### src/audio_pkg.sv
`default_nettype none

package audio_pkg;

    // ==============================
    // channels and samples
    // ==============================
    localparam int NUM_CH     = 2;
    localparam int HIST_DEPTH = 4;

    typedef logic signed [23:0] sample_t;

    // one strobe bit per channel.
    typedef logic [NUM_CH-1:0] ch_mask_t;

    // ==============================
    // rate select
    // ==============================
    // one-hot, bit positions below.
    typedef logic [2:0] rate_sel_t;

    localparam int RATE_48  = 0;
    localparam int RATE_96  = 1;
    localparam int RATE_192 = 2;

endpackage

`default_nettype wire

### src/mult_pkg.sv
`default_nettype none

package mult_pkg;

    // ==============================
    // operand and product widths
    // ==============================
    typedef logic signed [23:0] mcand_t;

    // Q15 coefficient.
    typedef logic signed [15:0] mplier_t;

    // product shifted down by 15 bits.
    typedef logic signed [23:0] mprod_t;

    // ==============================
    // pipeline and schedule
    // ==============================
    localparam int MULT_LATENCY = 2;
    localparam int SCHED_SLOT   = 42;
    localparam int NUM_STAGES   = 2;

    // ==============================
    // interpolator taps
    // ==============================
    typedef mplier_t [3:0] coef_t;

    // taps sum to 32768, so dc passes unchanged.
    localparam coef_t INTERP_COEF = '{
        -16'sd2048,
        16'sd18432,
        16'sd18432,
        -16'sd2048
    };

endpackage

`default_nettype wire

### src/mult_bus_if.sv
`default_nettype none

interface mult_bus_if;

    // high while the stage owns the multiplier.
    logic grant;

    // operands are zero outside the slot.
    mult_pkg::mcand_t  mcand;
    mult_pkg::mplier_t mplier;

    // product of the operands MULT_LATENCY cycles back.
    mult_pkg::mprod_t  mprod;

    modport stage (
        input  grant,
        output mcand,
        output mplier,
        input  mprod
    );

    modport sched (
        output grant,
        input  mcand,
        input  mplier,
        output mprod
    );

endinterface

`default_nettype wire

### src/mult_sched.sv
`default_nettype none

module mult_sched (
    input wire        clk,
    input wire        rst_i,
    mult_bus_if.sched stages [mult_pkg::NUM_STAGES]
);

    import mult_pkg::*;

    localparam int CNT_W = $clog2(SCHED_SLOT);

    logic [CNT_W-1:0]      slot_cnt_q;
    logic [NUM_STAGES-1:0] grant_q;

    mcand_t  cand_vec  [NUM_STAGES];
    mplier_t plier_vec [NUM_STAGES];
    mcand_t  cand_or;
    mplier_t plier_or;

    mcand_t               op_cand_q;
    mplier_t              op_plier_q;
    logic signed [39:0]   full_prod;
    mprod_t               prod_q;

    // ==============================
    // slot rotation
    // ==============================
    always_ff @(posedge clk) begin
        if (rst_i) begin
            slot_cnt_q <= '0;
            grant_q    <= NUM_STAGES'(1);
        end else if (slot_cnt_q == CNT_W'(SCHED_SLOT - 1)) begin
            slot_cnt_q <= '0;
            grant_q    <= {grant_q[NUM_STAGES-2:0], grant_q[NUM_STAGES-1]};
        end else begin
            slot_cnt_q <= slot_cnt_q + 1'b1;
        end
    end

    for (genvar g = 0; g < NUM_STAGES; g++) begin : g_stage
        assign stages[g].grant = grant_q[g];
        assign stages[g].mprod = prod_q;
        assign cand_vec[g]     = stages[g].mcand;
        assign plier_vec[g]    = stages[g].mplier;

        // idle stages keep the shared bus quiet.
        a_idle_zero: assert property (@(posedge clk) disable iff (rst_i)
            !grant_q[g] |-> (stages[g].mcand == '0 && stages[g].mplier == '0));
    end

    // idle stages drive zero, so OR works as a mux.
    always_comb begin
        cand_or  = '0;
        plier_or = '0;
        for (int i = 0; i < NUM_STAGES; i++) begin
            cand_or  = cand_or | cand_vec[i];
            plier_or = plier_or | plier_vec[i];
        end
    end

    // ==============================
    // two-stage multiplier
    // ==============================
    assign full_prod = op_cand_q * op_plier_q;

    always_ff @(posedge clk) begin
        op_cand_q  <= cand_or;
        op_plier_q <= plier_or;
        prod_q     <= full_prod[38:15];
    end

endmodule

`default_nettype wire

### src/sample_ring.sv
`default_nettype none

module sample_ring (
    input  wire                                         clk,
    input  wire                                         rst_i,
    input  wire                                         wr_en_i,
    input  wire [$clog2(audio_pkg::NUM_CH)-1:0]         wr_ch_i,
    input  wire audio_pkg::sample_t                     wr_data_i,
    input  wire [$clog2(audio_pkg::NUM_CH)-1:0]         rd_ch_i,
    input  wire [$clog2(audio_pkg::HIST_DEPTH)-1:0]     rd_idx_i,
    output audio_pkg::sample_t                          rd_data_o,
    output audio_pkg::sample_t                          hist_o
);

    import audio_pkg::*;

    localparam int PTR_W = $clog2(HIST_DEPTH);

    sample_t          hist_q   [NUM_CH][HIST_DEPTH];
    logic [PTR_W-1:0] wr_ptr_q [NUM_CH];
    logic [PTR_W-1:0] rd_ptr;

    // ==============================
    // history write
    // ==============================
    // write pointer also marks the oldest entry.
    always_ff @(posedge clk) begin
        if (rst_i) begin
            for (int c = 0; c < NUM_CH; c++) begin
                wr_ptr_q[c] <= '0;
                for (int t = 0; t < HIST_DEPTH; t++) begin
                    hist_q[c][t] <= '0;
                end
            end
        end else if (wr_en_i) begin
            hist_q[wr_ch_i][wr_ptr_q[wr_ch_i]] <= wr_data_i;
            wr_ptr_q[wr_ch_i]                  <= wr_ptr_q[wr_ch_i] + 1'b1;
        end
    end

    // ==============================
    // tap read
    // ==============================
    // tap 0 is the oldest, the pointer wraps.
    assign rd_ptr = wr_ptr_q[rd_ch_i] + rd_idx_i;
    assign hist_o = hist_q[rd_ch_i][rd_ptr];

    // registered copy for the direct sample return.
    always_ff @(posedge clk) begin
        rd_data_o <= hist_o;
    end

endmodule

`default_nettype wire

### src/upsample2x.sv
`default_nettype none

module upsample2x (
    input  wire                    clk,
    input  wire                    rst_i,
    mult_bus_if.stage              mult,
    output audio_pkg::ch_mask_t    pop_o,
    input  wire audio_pkg::sample_t data_i,
    input  wire audio_pkg::ch_mask_t ack_i,
    input  wire audio_pkg::ch_mask_t pop_i,
    output audio_pkg::sample_t     data_o,
    output audio_pkg::ch_mask_t    ack_o
);

    import audio_pkg::*;
    import mult_pkg::*;

    typedef enum logic [2:0] {
        S_IDLE,
        S_EVEN,
        S_WAIT,
        S_MAC,
        S_ODD
    } state_t;

    state_t             state_q;
    logic               cur_ch_q;
    logic               last_ch_q;
    logic [2:0]         cnt_q;
    ch_mask_t           phase_q;
    ch_mask_t           wait_q;
    ch_mask_t           pend_q;
    logic               grant_q;
    logic signed [25:0] acc_q;

    ch_mask_t           req;
    logic               sel_ch;
    logic               rd_ch;
    logic [1:0]         rd_idx;
    logic               issue;
    logic               start;
    ch_mask_t           cur_mask;
    ch_mask_t           busy;
    sample_t            ring_data;
    sample_t            ring_tap;

    // ==============================
    // request arbitration
    // ==============================
    assign req      = pend_q | pop_i;
    assign sel_ch   = (req[0] && req[1]) ? ~last_ch_q : req[1];
    assign cur_mask = ch_mask_t'(1) << cur_ch_q;
    assign busy     = pend_q | ((state_q != S_IDLE) ? cur_mask : '0);

    // odd phase starts only at a slot boundary.
    assign start = (state_q == S_WAIT) && mult.grant && !grant_q && !wait_q[cur_ch_q];
    assign issue = (state_q == S_MAC) && (cnt_q < 3'd4);

    // even phase reads tap 2, the center once the new sample lands.
    assign rd_ch  = (state_q == S_IDLE) ? sel_ch : cur_ch_q;
    assign rd_idx = issue ? cnt_q[1:0] : 2'd2;

    sample_ring i_sample_ring (
        .clk       (clk),
        .rst_i     (rst_i),
        .wr_en_i   (|ack_i),
        .wr_ch_i   (ack_i[1]),
        .wr_data_i (data_i),
        .rd_ch_i   (rd_ch),
        .rd_idx_i  (rd_idx),
        .rd_data_o (ring_data),
        .hist_o    (ring_tap)
    );

    assign mult.mcand  = issue ? ring_tap : '0;
    assign mult.mplier = issue ? INTERP_COEF[cnt_q[1:0]] : '0;

    // ==============================
    // phase FSM
    // ==============================
    always_ff @(posedge clk) begin
        if (rst_i) begin
            state_q   <= S_IDLE;
            cur_ch_q  <= 1'b0;
            last_ch_q <= 1'b1;
            cnt_q     <= '0;
            phase_q   <= '0;
            wait_q    <= '0;
            pend_q    <= '0;
            grant_q   <= 1'b0;
        end else begin
            grant_q <= mult.grant;
            pend_q  <= pend_q | pop_i;
            wait_q  <= wait_q & ~ack_i;
            case (state_q)
                S_IDLE: begin
                    if (|req) begin
                        cur_ch_q  <= sel_ch;
                        last_ch_q <= sel_ch;
                        pend_q    <= req & ~(ch_mask_t'(1) << sel_ch);
                        phase_q   <= phase_q ^ (ch_mask_t'(1) << sel_ch);
                        state_q   <= phase_q[sel_ch] ? S_WAIT : S_EVEN;
                    end
                end
                S_EVEN: begin
                    // fetch the next upstream sample with the ack.
                    wait_q  <= (wait_q & ~ack_i) | cur_mask;
                    state_q <= S_IDLE;
                end
                S_WAIT: begin
                    cnt_q <= '0;
                    if (start) begin
                        state_q <= S_MAC;
                    end
                end
                S_MAC: begin
                    cnt_q <= cnt_q + 1'b1;
                    if (cnt_q == 3'(MULT_LATENCY + 3)) begin
                        state_q <= S_ODD;
                    end
                end
                default: begin
                    state_q <= S_IDLE;
                end
            endcase
        end
    end

    // products land MULT_LATENCY cycles after each issue.
    always_ff @(posedge clk) begin
        if (start) begin
            acc_q <= '0;
        end else if (state_q == S_MAC && cnt_q >= 3'(MULT_LATENCY)) begin
            acc_q <= acc_q + mult.mprod;
        end
    end

    // ==============================
    // outputs
    // ==============================
    assign pop_o  = (state_q == S_EVEN) ? cur_mask : '0;
    assign ack_o  = (state_q == S_EVEN || state_q == S_ODD) ? cur_mask : '0;
    assign data_o = (state_q == S_EVEN) ? ring_data : sample_t'(acc_q[23:0]);

    for (genvar c = 0; c < NUM_CH; c++) begin : g_chk
        a_no_double_pop: assert property (@(posedge clk) disable iff (rst_i)
            pop_i[c] |-> !busy[c]);
    end

endmodule

`default_nettype wire

### src/resample_pipeline.sv
`default_nettype none

module resample_pipeline (
    input  wire                  clk,
    input  wire                  rst_i,
    input  wire audio_pkg::rate_sel_t rate_i,
    output logic [1:0]           pop_o,
    input  wire [23:0]           data_i,
    input  wire [1:0]            ack_i,
    input  wire [1:0]            pop_i,
    output logic [23:0]          data_o,
    output logic [1:0]           ack_o
);

    import audio_pkg::*;
    import mult_pkg::*;

    mult_bus_if bus [NUM_STAGES] ();

    ch_mask_t pop_o_48;
    ch_mask_t ack_i_48;
    ch_mask_t pop_i_48;
    sample_t  data_o_96;
    ch_mask_t ack_o_96;

    ch_mask_t pop_o_96;
    sample_t  data_i_96;
    ch_mask_t ack_i_96;
    ch_mask_t pop_i_96;
    sample_t  data_o_192;
    ch_mask_t ack_o_192;

    mult_sched i_mult_sched (
        .clk    (clk),
        .rst_i  (rst_i),
        .stages (bus)
    );

    // ==============================
    // 48 to 96
    // ==============================
    // first stage is idle unless the input runs at 48k.
    assign ack_i_48 = rate_i[RATE_48] ? ack_i : '0;
    assign pop_i_48 = rate_i[RATE_48] ? pop_o_96 : '0;

    upsample2x ups_48to96 (
        .clk    (clk),
        .rst_i  (rst_i),
        .mult   (bus[0]),
        .pop_o  (pop_o_48),
        .data_i (data_i),
        .ack_i  (ack_i_48),
        .pop_i  (pop_i_48),
        .data_o (data_o_96),
        .ack_o  (ack_o_96)
    );

    // ==============================
    // 96 to 192
    // ==============================
    assign data_i_96 = rate_i[RATE_96] ? data_i : data_o_96;
    assign ack_i_96  = rate_i[RATE_96] ? ack_i : ack_o_96;
    assign pop_i_96  = rate_i[RATE_192] ? '0 : pop_i;

    upsample2x ups_96to192 (
        .clk    (clk),
        .rst_i  (rst_i),
        .mult   (bus[1]),
        .pop_o  (pop_o_96),
        .data_i (data_i_96),
        .ack_i  (ack_i_96),
        .pop_i  (pop_i_96),
        .data_o (data_o_192),
        .ack_o  (ack_o_192)
    );

    // ==============================
    // output and upstream select
    // ==============================
    // 192k passes straight through.
    assign data_o = rate_i[RATE_192] ? data_i : data_o_192;
    assign ack_o  = rate_i[RATE_192] ? ack_i : ack_o_192;

    always_comb begin
        if (rate_i[RATE_192]) begin
            pop_o = pop_i;
        end else if (rate_i[RATE_96]) begin
            pop_o = pop_o_96;
        end else begin
            pop_o = pop_o_48;
        end
    end

endmodule

`default_nettype wire

### config.mk
export PLATFORM = sky130hd
export DESIGN_NAME = resample_pipeline
export DESIGN_NICKNAME = d
export VERILOG_FILES = /design/src/audio_pkg.sv /design/src/mult_pkg.sv /design/src/mult_bus_if.sv /design/src/mult_sched.sv /design/src/sample_ring.sv /design/src/upsample2x.sv /design/src/resample_pipeline.sv
export SDC_FILE = /design/constraint.sdc
export NUM_CORES = 1
export LEC_CHECK = 0
export ABC_AREA = 1
export BUFFER_PORTS_ARGS = -buffer_cell sky130_fd_sc_hd__buf_2
export CELL_PAD_IN_SITES_DETAIL_PLACEMENT = 0
export CELL_PAD_IN_SITES_GLOBAL_PLACEMENT = 2
export CORE_MARGIN = 3
export CORE_UTILIZATION = 40
export DETAILED_ROUTE_END_ITERATION = 10
export PLACE_DENSITY_LB_ADDON = 0.1
export SLEW_MARGIN = 5
export SYNTH_ARGS = -nofsm -noshare
export SYNTH_HDL_FRONTEND = slang
export SYNTH_SLANG_ARGS = --single-unit
### constraint.sdc
create_clock -name clk -period 5.6 [get_ports clk]
set_input_delay 0.56 -clock clk [delete_from_list [all_inputs] [get_ports clk]]
set_output_delay 0.56 -clock clk [all_outputs]
set_load 0.02 [all_outputs]
Word level (Yosys, flattened, before mapping)
Memory sizes are Yosys's and may differ from the RTL's.
Cells that the tools add are included.

word-level totals
  register bits = 202
  RAM bits = 392
  output and inout port bits = 28
  word-level logic and storage cells = 222
  memories kept = 4

memories
  name                                words  width  read ports  clocked after memory_dff  wr ports  line               text
  ups_48to96.i_sample_ring.hist_q     2      96     1           0                         2         sample_ring.sv:19  sample_t hist_q [NUM_CH][HIST_DEPTH];
  ups_96to192.i_sample_ring.hist_q    2      96     1           0                         2         sample_ring.sv:19
  ups_48to96.i_sample_ring.wr_ptr_q   2      2      2           0                         2         sample_ring.sv:20  logic [PTR_W-1:0] wr_ptr_q [NUM_CH];
  ups_96to192.i_sample_ring.wr_ptr_q  2      2      2           0                         2         sample_ring.sv:20

cells by class
  add/subtract/negate cells = 9
  multiply operators = 1
  $lt $le $gt $ge = 16
  eq/ne operators = 17
  shift-type cells = 4
  muxes and demuxes = 87
  bitwise operators = 22
  reduce and logical (&&, ||, !) cells = 37

operator list
  cell                  number
  $mux W96              6
  $mux W24              12
  $reduce_or A96 Y1     2
  $bmux W24 S2          2
  $demux W24 S2         2
  $bmux W16 S2          2
  $mux W16              4
  $add A26 B24 Y26      2
  $mux W2               23
  $mul A24 B16 Y39      1
  $mux W1               26
  $or A24 B24 Y24       1
  $mux W3               6
  $pmux W3 S3           2
  $or A16 B16 Y16       1
  $logic_and A1 B1 Y1   14
  $reduce_or A2 Y1      7
  $eq A3 B2 Y1 const B  4
  $eq A3 B3 Y1 const B  4
  $ge A3 B3 Y1 const B  4
  $not A2 Y3            4
  $pmux W3 S2           2
  $and A2 B2 Y2         4
  $lt A1 B2 Y1 const B  4
  23 further kinds      54

Longest topological paths before layout
Gate-level depths: netlist of the first run.
An unclocked memory read counts as a cell.

  word-level depth = 15
  depth in mapped cells = 25
  mapped depth without buffers = 24

Cells and area by module
From an unflattened synthesis of the first run, not the netlist that was laid out.

unflattened totals
  cell total of the unflattened synthesis = 5812
  area total of the unflattened synthesis = 44727.9 um2

by module, submodules not included
  module                                    times used  cells an instance  area an instance (um2)  seq. area each (um2)
  mult_sched                                1           2130               16554.6                 1441.4
  sample_ring at ups_48to96.i_sample_ring   1           1054               9860.7                  6366.1
  sample_ring at ups_96to192.i_sample_ring  1           1007               9579.2                  6366.1
  upsample2x at ups_48to96                  1           717                3997.6                  780.7
  upsample2x at ups_96to192                 1           710                3980.1                  780.7
  resample_pipeline                         1           194                755.7                   0.0

Worst setup path before layout of the first run
OpenSTA, ideal clock, no wires.

  path type = register to register
  start = register i_mult_sched.op_plier_q[13]
  end = register i_mult_sched.prod_q[16] (netlist: i_mult_sched.stages[0].mprod[16])
  library setup time = 0.120 ns
  arrival time = 4.990 ns
  required time = 5.480 ns
  slack = 0.491 ns
  stages on the path, launching flop included = 24
  path buffers = 2
  path through = dfxtp_1 -> clkbuf_1 -> inv_1 -> clkbuf_1 -> nor2_1 -> fa_1 -> inv_1 -> fa_1 -> inv_1 -> fa_1 -> ha_1 -> fa_1 -> ha_1 -> ha_1 -> fa_1 -> nand3_1 -> nand2_1 -> nand4_1 -> nand2_1 -> a21oi_1 -> o21ai_0 -> nand2_1 -> nand2_1 -> xor2_1

on the way
  cells in the longest elaborated chain, start to end = 1

ends and longest elaborated chain
  element                         line              text
  from (decl)                     mult_sched.sv:22  mplier_t op_plier_q;
  from (signal assigned)          mult_sched.sv:69  op_plier_q <= plier_or;
  $mul A24 B16 Y39                mult_sched.sv:65  assign full_prod = op_cand_q * op_plier_q;
  net i_mult_sched.full_prod[31]  mult_sched.sv:23  logic signed [39:0] full_prod;
  to (signal assigned)            mult_sched.sv:70  prod_q <= full_prod[38:15];
  to (decl)                       mult_sched.sv:24  mprod_t prod_q;

The timed path passes the listed nets, and every way through them passes these cells.
A chain may end at the register's enable or synchronous reset.

Worst setup path after layout of the first run
  start = register i_mult_sched.op_plier_q[14]
  end = register i_mult_sched.prod_q[18] (netlist: i_mult_sched.stages[0].mprod[18])

Same word-level chain as after synthesis.

==> results of run 1 <==
[stage by stage]
step | util, % | power, W
CTS | 45.52 | 0.01677
global placement | 42.61 | 0.01198
global route | 45.52 | 0.01774
finish | 45.53 | 0.01667
floorplan | - | 0.009917
detailed placement | 42.61 | 0.01203
[routing by layer]
layer | track usage [%] | up-vias | wire, µm
li1 | - | 12680 | -
met1 | 34.29 | 12480 | 48480
met2 | 41.74 | 725 | 50850
met3 | 3.840 | 149 | 6413
met4 | 8.678 | 2 | 3592
met5 | 0 | - | 13
[synth_stat cells, types with 7 or more instances]
master	count
a21oi_1	196
a22oi_1	9
and2_1	26
buf_1	7
buf_2	43
clkbuf_1	102
dfxtp_1	184
edfxtp_1	392
fa_1	72
ha_1	177
inv_1	775
nand2_1	696
nand2_2	9
nand3_1	278
nand4_1	16
nor2_1	364
nor3_1	45
o211ai_1	119
o21a_1	27
o21ai_0	181
o21bai_1	16
or2_1	15
or2_2	12
xnor2_1	23
xor2_1	36
[registers in the layout, indices dropped and copies added, names as in the netlist, 4 cells and up]
name                                 count
ups_48to96.i_sample_ring.wr_ptr_q        4
i_mult_sched.stages.mprod               24
ups_48to96.acc_q                        24
ups_96to192.i_sample_ring.wr_ptr_q       4
i_mult_sched.slot_cnt_q                  6
ups_96to192.i_sample_ring.hist_q       192
ups_96to192.i_sample_ring.rd_data_o     24
i_mult_sched.op_cand_q                  24
ups_48to96.i_sample_ring.hist_q        192
ups_96to192.acc_q                       24
ups_48to96.i_sample_ring.rd_data_o      24
[worst reg2reg max path, stage by stage (launching register included)]
cell and delay [ps]:
dfxtp_1 570, nand2_1 210, xor2_1 210, ha_1 300
fa_1 520, fa_1 500, ha_1 310, ha_1 290
ha_1 300, ha_1 230, fa_1 460, nand3_1 120
nand2_1 100, nand4_1 100, nand2_1 90, a21oi_1 230
o21ai_0 210, a21oi_1 220, xnor2_1 150
[final timing paths]
check | from | endpoint | slack, ps | cells past startpoint
max | i_mult_sched.op_plier_q[14]$_DFF_P_ | i_mult_sched.stages[0].mprod[18]$_DFF_P_ | 420 | 18
min | rate_i[2] | ups_96to192.pend_q[1]$_SDFF_PP0_ | 310 | 4
max reg2reg | i_mult_sched.op_plier_q[14]$_DFF_P_ | i_mult_sched.stages[0].mprod[18]$_DFF_P_ | 420 | 18
min reg2reg | ups_96to192.phase_q[1]$_SDFFE_PP0P_ | ups_96to192.phase_q[1]$_SDFFE_PP0P_ | 450 | 1
[where the power goes]
| group | switching, W | internal [W] |
|---|---|---|
| clock network | 0.00189 | 0.00281 |
| registers | 0.000321 | 0.00537 |
| logic | 0.00450 | 0.00178 |
| total | 0.00670 | 0.00996 |
[placed cells by master, fill, tap and decap left out, types with 26 or more instances in the layout]
cell	n
inv_1	773
nand2_1	694
edfxtp_1	392
nor2_1	361
nand3_1	278
a21oi_1	195
dfxtp_1	184
o21ai_0	181
ha_1	176
o211ai_1	119
fa_1	72
clkbuf_16	71
buf_4	61
buf_2	60
nor3_1	45
xor2_1	36
o21a_1	27
and2_1	26
[cell families (layout without fill, tap and decap cells)]
group | after synthesis | count (layout) | share of synthesized area (%)
AO/OA/AOI/OAI | 588 | 588 | 10.61
XOR/XNOR | 60 | 60 | 1.615
adder cells (fa/ha/maj) | 249 | 249 | 11.08
buffers and inverters | 939 | 1030 | 10.94
flip-flops | 576 | 576 | 46.83
other | 0 | 1 | 0
AND/OR/NAND/NOR | 1483 | 1483 | 18.93
[layout make-up]
class                           count  area (µm²)
Tap cell                         1060        1326
Fill cell                        8026       44160
Clock inverter                     35       437.9
Antenna cell                        1       2.502
Inverter                          781        2933
Timing Repair Buffer              125       838.3
Multi-Input combinational cell   2380       13990
Sequential cell                   576       15450
Clock buffer                       89        1924
==> results.py, run 1 <==
metrics = {
    "run_status": {
        "status": "complete, no violations",
    },
    "clock_network": {
        "clockBufferDepth": 3,
        "post_cts_buffers": 0,
        "cts_htree_levels": 3,
        "tritoncts": "done",
        "clkSinkCount": 576,
        "ctsResizeCount": 0,
        "cts_buffers": 69,
        "clk_pin_slew_ps": 60,
        "cts-hold-fix-buffers": 0,
        "clk_latency_ps": 630,
        "root_buffer": "clkbuf_16",
    },
    "sta": {
        "finalSetupViolations": 0,
        "finalCriticalPeriod_ps": 5185,
        "whs_ps": 311.9,
        "finalMaxSlewViolations": 0,
        "max_freq_mhz": 192.9,
        "slew_headroom_pct": 25.48,
        "rsz0062_at_grt": "no",
        "min_period_over_period_pct": 92.58,
        "finalHoldViolations": 0,
        "worst_pin_slew_ps": 1106,
        "setup_ws_ps": 415.4,
        "skew_ps": 35.47,
        "tns_ps": 0,
    },
    "power_and_ir_drop": {
        "ir_drop_uv": 301.7,
        "leakage_nw": 18.07,
        "power_density_nw_per_um2": 451.6,
    },
    "logic_synthesis": {
        "synthTopCellsByArea": "edfxtp_1 36%, dfxtp_1 11%, inv_1 8.8%, nand2_1 7.9%, ha_1 6.7%",
        "ys_seq_area_share_pct": 46.83,
        "synth_edf_count": 392,
        "ys_ff_latch": 576,
        "netlist.area_leader.share_pct": 35.67,
        "syn_area_um2": 33000,
        "yosysUniqueCellTypes": 54,
        "async_reset_ff_share_pct": 0,
        "avgSynthCellArea_um2": 8.473,
        "synth.net_count": 4177,
        "yosysTopAreaCell": "edfxtp_1",
        "ys.flop_type": "edfxtp_1",
        "yosysWarnings": 0,
        "postSynthCellCount": 3895,
    },
    "detailed_routing": {
        "drtIter0Drc": 2083,
        "ant_nets": 0,
        "viasPerCell": 5.159,
        "wl_um": 109400,
        "vias": 26040,
        "wire_per_inst_um": 21.67,
        "dr.pass1.iters": 6,
        "drc": 0,
    },
    "critical_path": {
        "required_ps": 6120,
        "cp-end-kind": "register",
        "critPathLaunchType": "register",
        "cp_num_buf_inv": 0,
        "path_max_fanout": 11,
        "crit_chain": "nand2_1 > xor2_1 > ha_1 > fa_1 > fa_1 > ha_1 > ha_1 > ha_1 > ha_1 > fa_1 > nand3_1 > nand2_1 > nand4_1 > nand2_1 > a21oi_1 > o21ai_0 > a21oi_1 > xnor2_1",
        "path_common_cell": "ha_1",
        "cp_top_family": "adder cells",
        "crit_type": "register to register",
        "cp_slowest_cell": "dfxtp_1",
        "cp.arrival_ps": 5710,
        "slowest_delay_ps": 570,
    },
    "global_route": {
        "grt_pass1_wl_um": 161700,
        "gr-total-overflow": 0,
        "antenna_found_initial": 7,
        "grt_usage_pct": 25.35,
        "grt_pass1_vias": 25500,
        "grt_max_degree": 84,
    },
    "floorplanning": {
        "die_w_um": 293.2,
        "dieArea_um2": 85990,
        "core_um2": 81070,
        "die_h_um": 293.2,
        "rows": 104,
        "ioPinCount": 61,
        "start_util_pct": 40.71,
    },
    "placed_design": {
        "dpl.hpwl_um": 79570,
        "dpl_worst_slack_ps": 432.6,
        "place_area_um2": 34540,
        "gp_congestion": 0.8582,
        "io_buffers": 60,
        "place_inst": 4922,
    },
    "layout": {
        "drive_above_1_share_pct": 7.075,
        "syn_to_final_growth_pct": 11.83,
        "final_cell_area_um2": 36910,
        "fin_nets": 4215,
        "final-instance-count-excl-fill": 5047,
    },
    "hold_path": {
        "hp-class": "input pin to register",
    },
    "flow_run": {
        "drv_cap": 0,
    },
}
Note: power is estimated with default switching activity, not from simulation.
==> run 2: changes to the inputs <==
--- a/config.mk
+++ b/config.mk
@@ -13,6 +13,7 @@
 export CORE_UTILIZATION = 40
 export DETAILED_ROUTE_END_ITERATION = 10
 export PLACE_DENSITY_LB_ADDON = 0.1
+export RECOVER_POWER = 50
 export SLEW_MARGIN = 5
 export SYNTH_ARGS = -nofsm -noshare
 export SYNTH_HDL_FRONTEND = slang
==> run 2 against run 1 <==
Global-route usage unchanged. Non-clock buffer count unchanged. Setup slack about the same. Routed wire length about the same. Register-to-register slack about the same. The run now ends with max-capacitance violations, max-slew violations left. First-iteration DRC count down 0.91%. Utilization down 0.17 points. Maximum frequency about the same. Combinational power about the same. Total power down 0.12%. Via count down 0.38%. Clock power about the same.
==> results.py, run 2 (synthesis results as in run 1) <==
metrics = {
    "run_status": {
        "status": "finished, violations left",
        "violations": "max-capacitance violations, max-slew violations",
    },
    "sta": {
        "setup_ws_ps": 415.4,
        "max_freq_mhz": 192.9,
        "finalMaxSlewViolations": 264,
        "skew_ps": 37.46,
        "min_period_over_period_pct": 92.58,
        "slew_headroom_pct": -44.13,
        "tns_ps": 0,
        "worst_pin_slew_ps": 2162,
        "finalSetupViolations": 0,
        "rsz0062_at_grt": "no",
        "finalCriticalPeriod_ps": 5185,
        "finalHoldViolations": 0,
    },
    "layout": {
        "final-instance-count-excl-fill": 5047,
        "layout_common_cells": "775 x inv_1, 697 x nand2_1, 392 x edfxtp_1",
        "drive_above_1_share_pct": 5.845,
        "layout_commonest_cell": "inv_1",
        "seq_area_um2": 15450,
        "fill_cells": 8057,
        "syn_to_final_growth_pct": 11.41,
        "utilization_pct": 45.36,
        "multi_input_area_um2": 13950,
        "fin_nets": 4215,
        "reg.largest.list": "ups_48to96.i_sample_ring.hist_q (192), ups_96to192.i_sample_ring.hist_q (192)",
    },
    "floorplanning": {
        "die_h_um": 293.2,
        "die_w_um": 293.2,
        "rows": 104,
        "ioPinCount": 61,
        "core_um2": 81070,
        "start_util_pct": 40.71,
        "dieArea_um2": 85990,
    },
    "clock_network": {
        "clk_latency_ps": 630,
        "clockBufferDepth": 3,
        "cts-hold-fix-buffers": 0,
        "tritoncts": "done",
        "clk_pin_slew_ps": 60,
        "post_cts_buffers": 0,
        "root_buffer": "clkbuf_16",
        "cts_htree_levels": 3,
        "cts_buffers": 69,
        "ctsResizeCount": 0,
        "clkSinkCount": 576,
    },
    "placed_design": {
        "io_buffers": 60,
        "gp_congestion": 0.8582,
        "place_inst": 4922,
        "dpl_worst_slack_ps": 432.6,
        "dpl.hpwl_um": 79570,
    },
    "global_route": {
        "antenna_found_initial": 7,
        "grt_max_degree": 84,
        "grt_pass1_wl_um": 161700,
        "grt_pass1_vias": 25500,
        "gr-total-overflow": 0,
        "grt_usage_pct": 25.35,
    },
    "critical_path": {
        "startpoint": "i_mult_sched.op_plier_q[14]$_DFF_P_",
        "required_ps": 6120,
        "crit_type": "register to register",
        "r2r_slack_ps": 420,
        "critPathLaunchType": "register",
        "path_max_fanout": 11,
        "cp.arrival_ps": 5710,
        "reg2reg_from": "i_mult_sched.op_plier_q[14]$_DFF_P_",
        "cp-end-kind": "register",
    },
    "detailed_routing": {
        "drtIter0Drc": 2064,
        "viasPerCell": 5.140,
        "ant_nets": 0,
        "wire_per_inst_um": 21.65,
        "wl_um": 109300,
        "vias": 25940,
        "dr.pass1.iters": 5,
        "drc": 0,
    },
    "flow_run": {
        "drv_cap": 11,
    },
    "power_and_ir_drop": {
        "p_sw_w": 0.006701,
        "power_frac_clock_pct": 28.2,
        "intPower_w": 0.009947,
        "leakage_nw": 17.95,
        "combPwrFrac_pct": 37.6,
        "seq_power_share_pct": 34.2,
        "power_density_nw_per_um2": 452.8,
        "switching_share_pct": 40.25,
        "ir_drop_uv": 301.4,
        "power.total_w": 0.01665,
    },
    "hold_path": {
        "min-delay-start": "rate_i[2]",
        "hp-class": "input pin to register",
    },
}
## run 2: cell types whose count changed in the layout (fill, tap and decap cells not counted), moves of 2 or more
cell	before	now
a21oi_1	195	197
a21oi_2	2	0
buf_2	60	43
buf_4	61	41
clkbuf_1	10	47
inv_1	773	775
inv_2	5	3
nand2_1	694	697
nand2_2	9	6
nor2_1	361	365
nor2_2	9	6
or2_0	1	9
or2_1	15	7
## run 2: power by group through the flow
stage,registers (W),clock network [W],logic (W)
floorplan,0.00562,0,0.00429
global placement,0.00576,0,0.00622
detailed placement,0.00577,0,0.00626
CTS,0.00569,0.00479,0.00629
global route,0.00575,0.00497,0.00700
finish,0.00570,0.00470,0.00626
## run 2: final timing paths
kind | endpoint | depth (start not counted)
worst max-delay path | i_mult_sched.stages[0].mprod[18]$_DFF_P_ | 18
worst min-delay path | ups_96to192.pend_q[1]$_SDFF_PP0_ | 4
worst max register to register | i_mult_sched.stages[0].mprod[18]$_DFF_P_ | 18
worst min register to register | ups_96to192.phase_q[1]$_SDFFE_PP0P_ | 1
## run 2: routing by layer
metal	global-route usage (%)	part of all wire (%)
met5	0	0.012
met4	8.678	3.2
met3	3.840	5.4
met2	41.74	47
met1	34.29	45
## run 2: worst max-delay path, stage by stage, from the launching register on
cell and delay, ps:
dfxtp_1 570, nand2_1 210, xor2_1 210, ha_1 300, fa_1 520, fa_1 500, ha_1 310, ha_1 290
ha_1 290, ha_1 230, fa_1 460, nand3_1 120, nand2_1 100, nand4_1 100, nand2_1 90, a21oi_1 230
o21ai_0 210, a21oi_1 220, xnor2_1 150
## run 2: per-stage QoR
stage	hold slack, ps	instance area (µm²)
floorplan	422.9	33000
global placement	438.9	34540
detailed placement	451.7	34540
CTS	267.4	36900
global route	319.4	36770
finish	312.2	36770
## run 2: final cells by class
cell class | count | area share (%)
well taps | 1060 | 3.607
clock inverters | 35 | 1.191
multi-input cells | 2380 | 37.94
inverters | 781 | 7.976
clock buffers | 89 | 5.234
flip-flops and latches | 576 | 42.03
diodes | 1 | 0.006806
repair buffers | 125 | 2.018
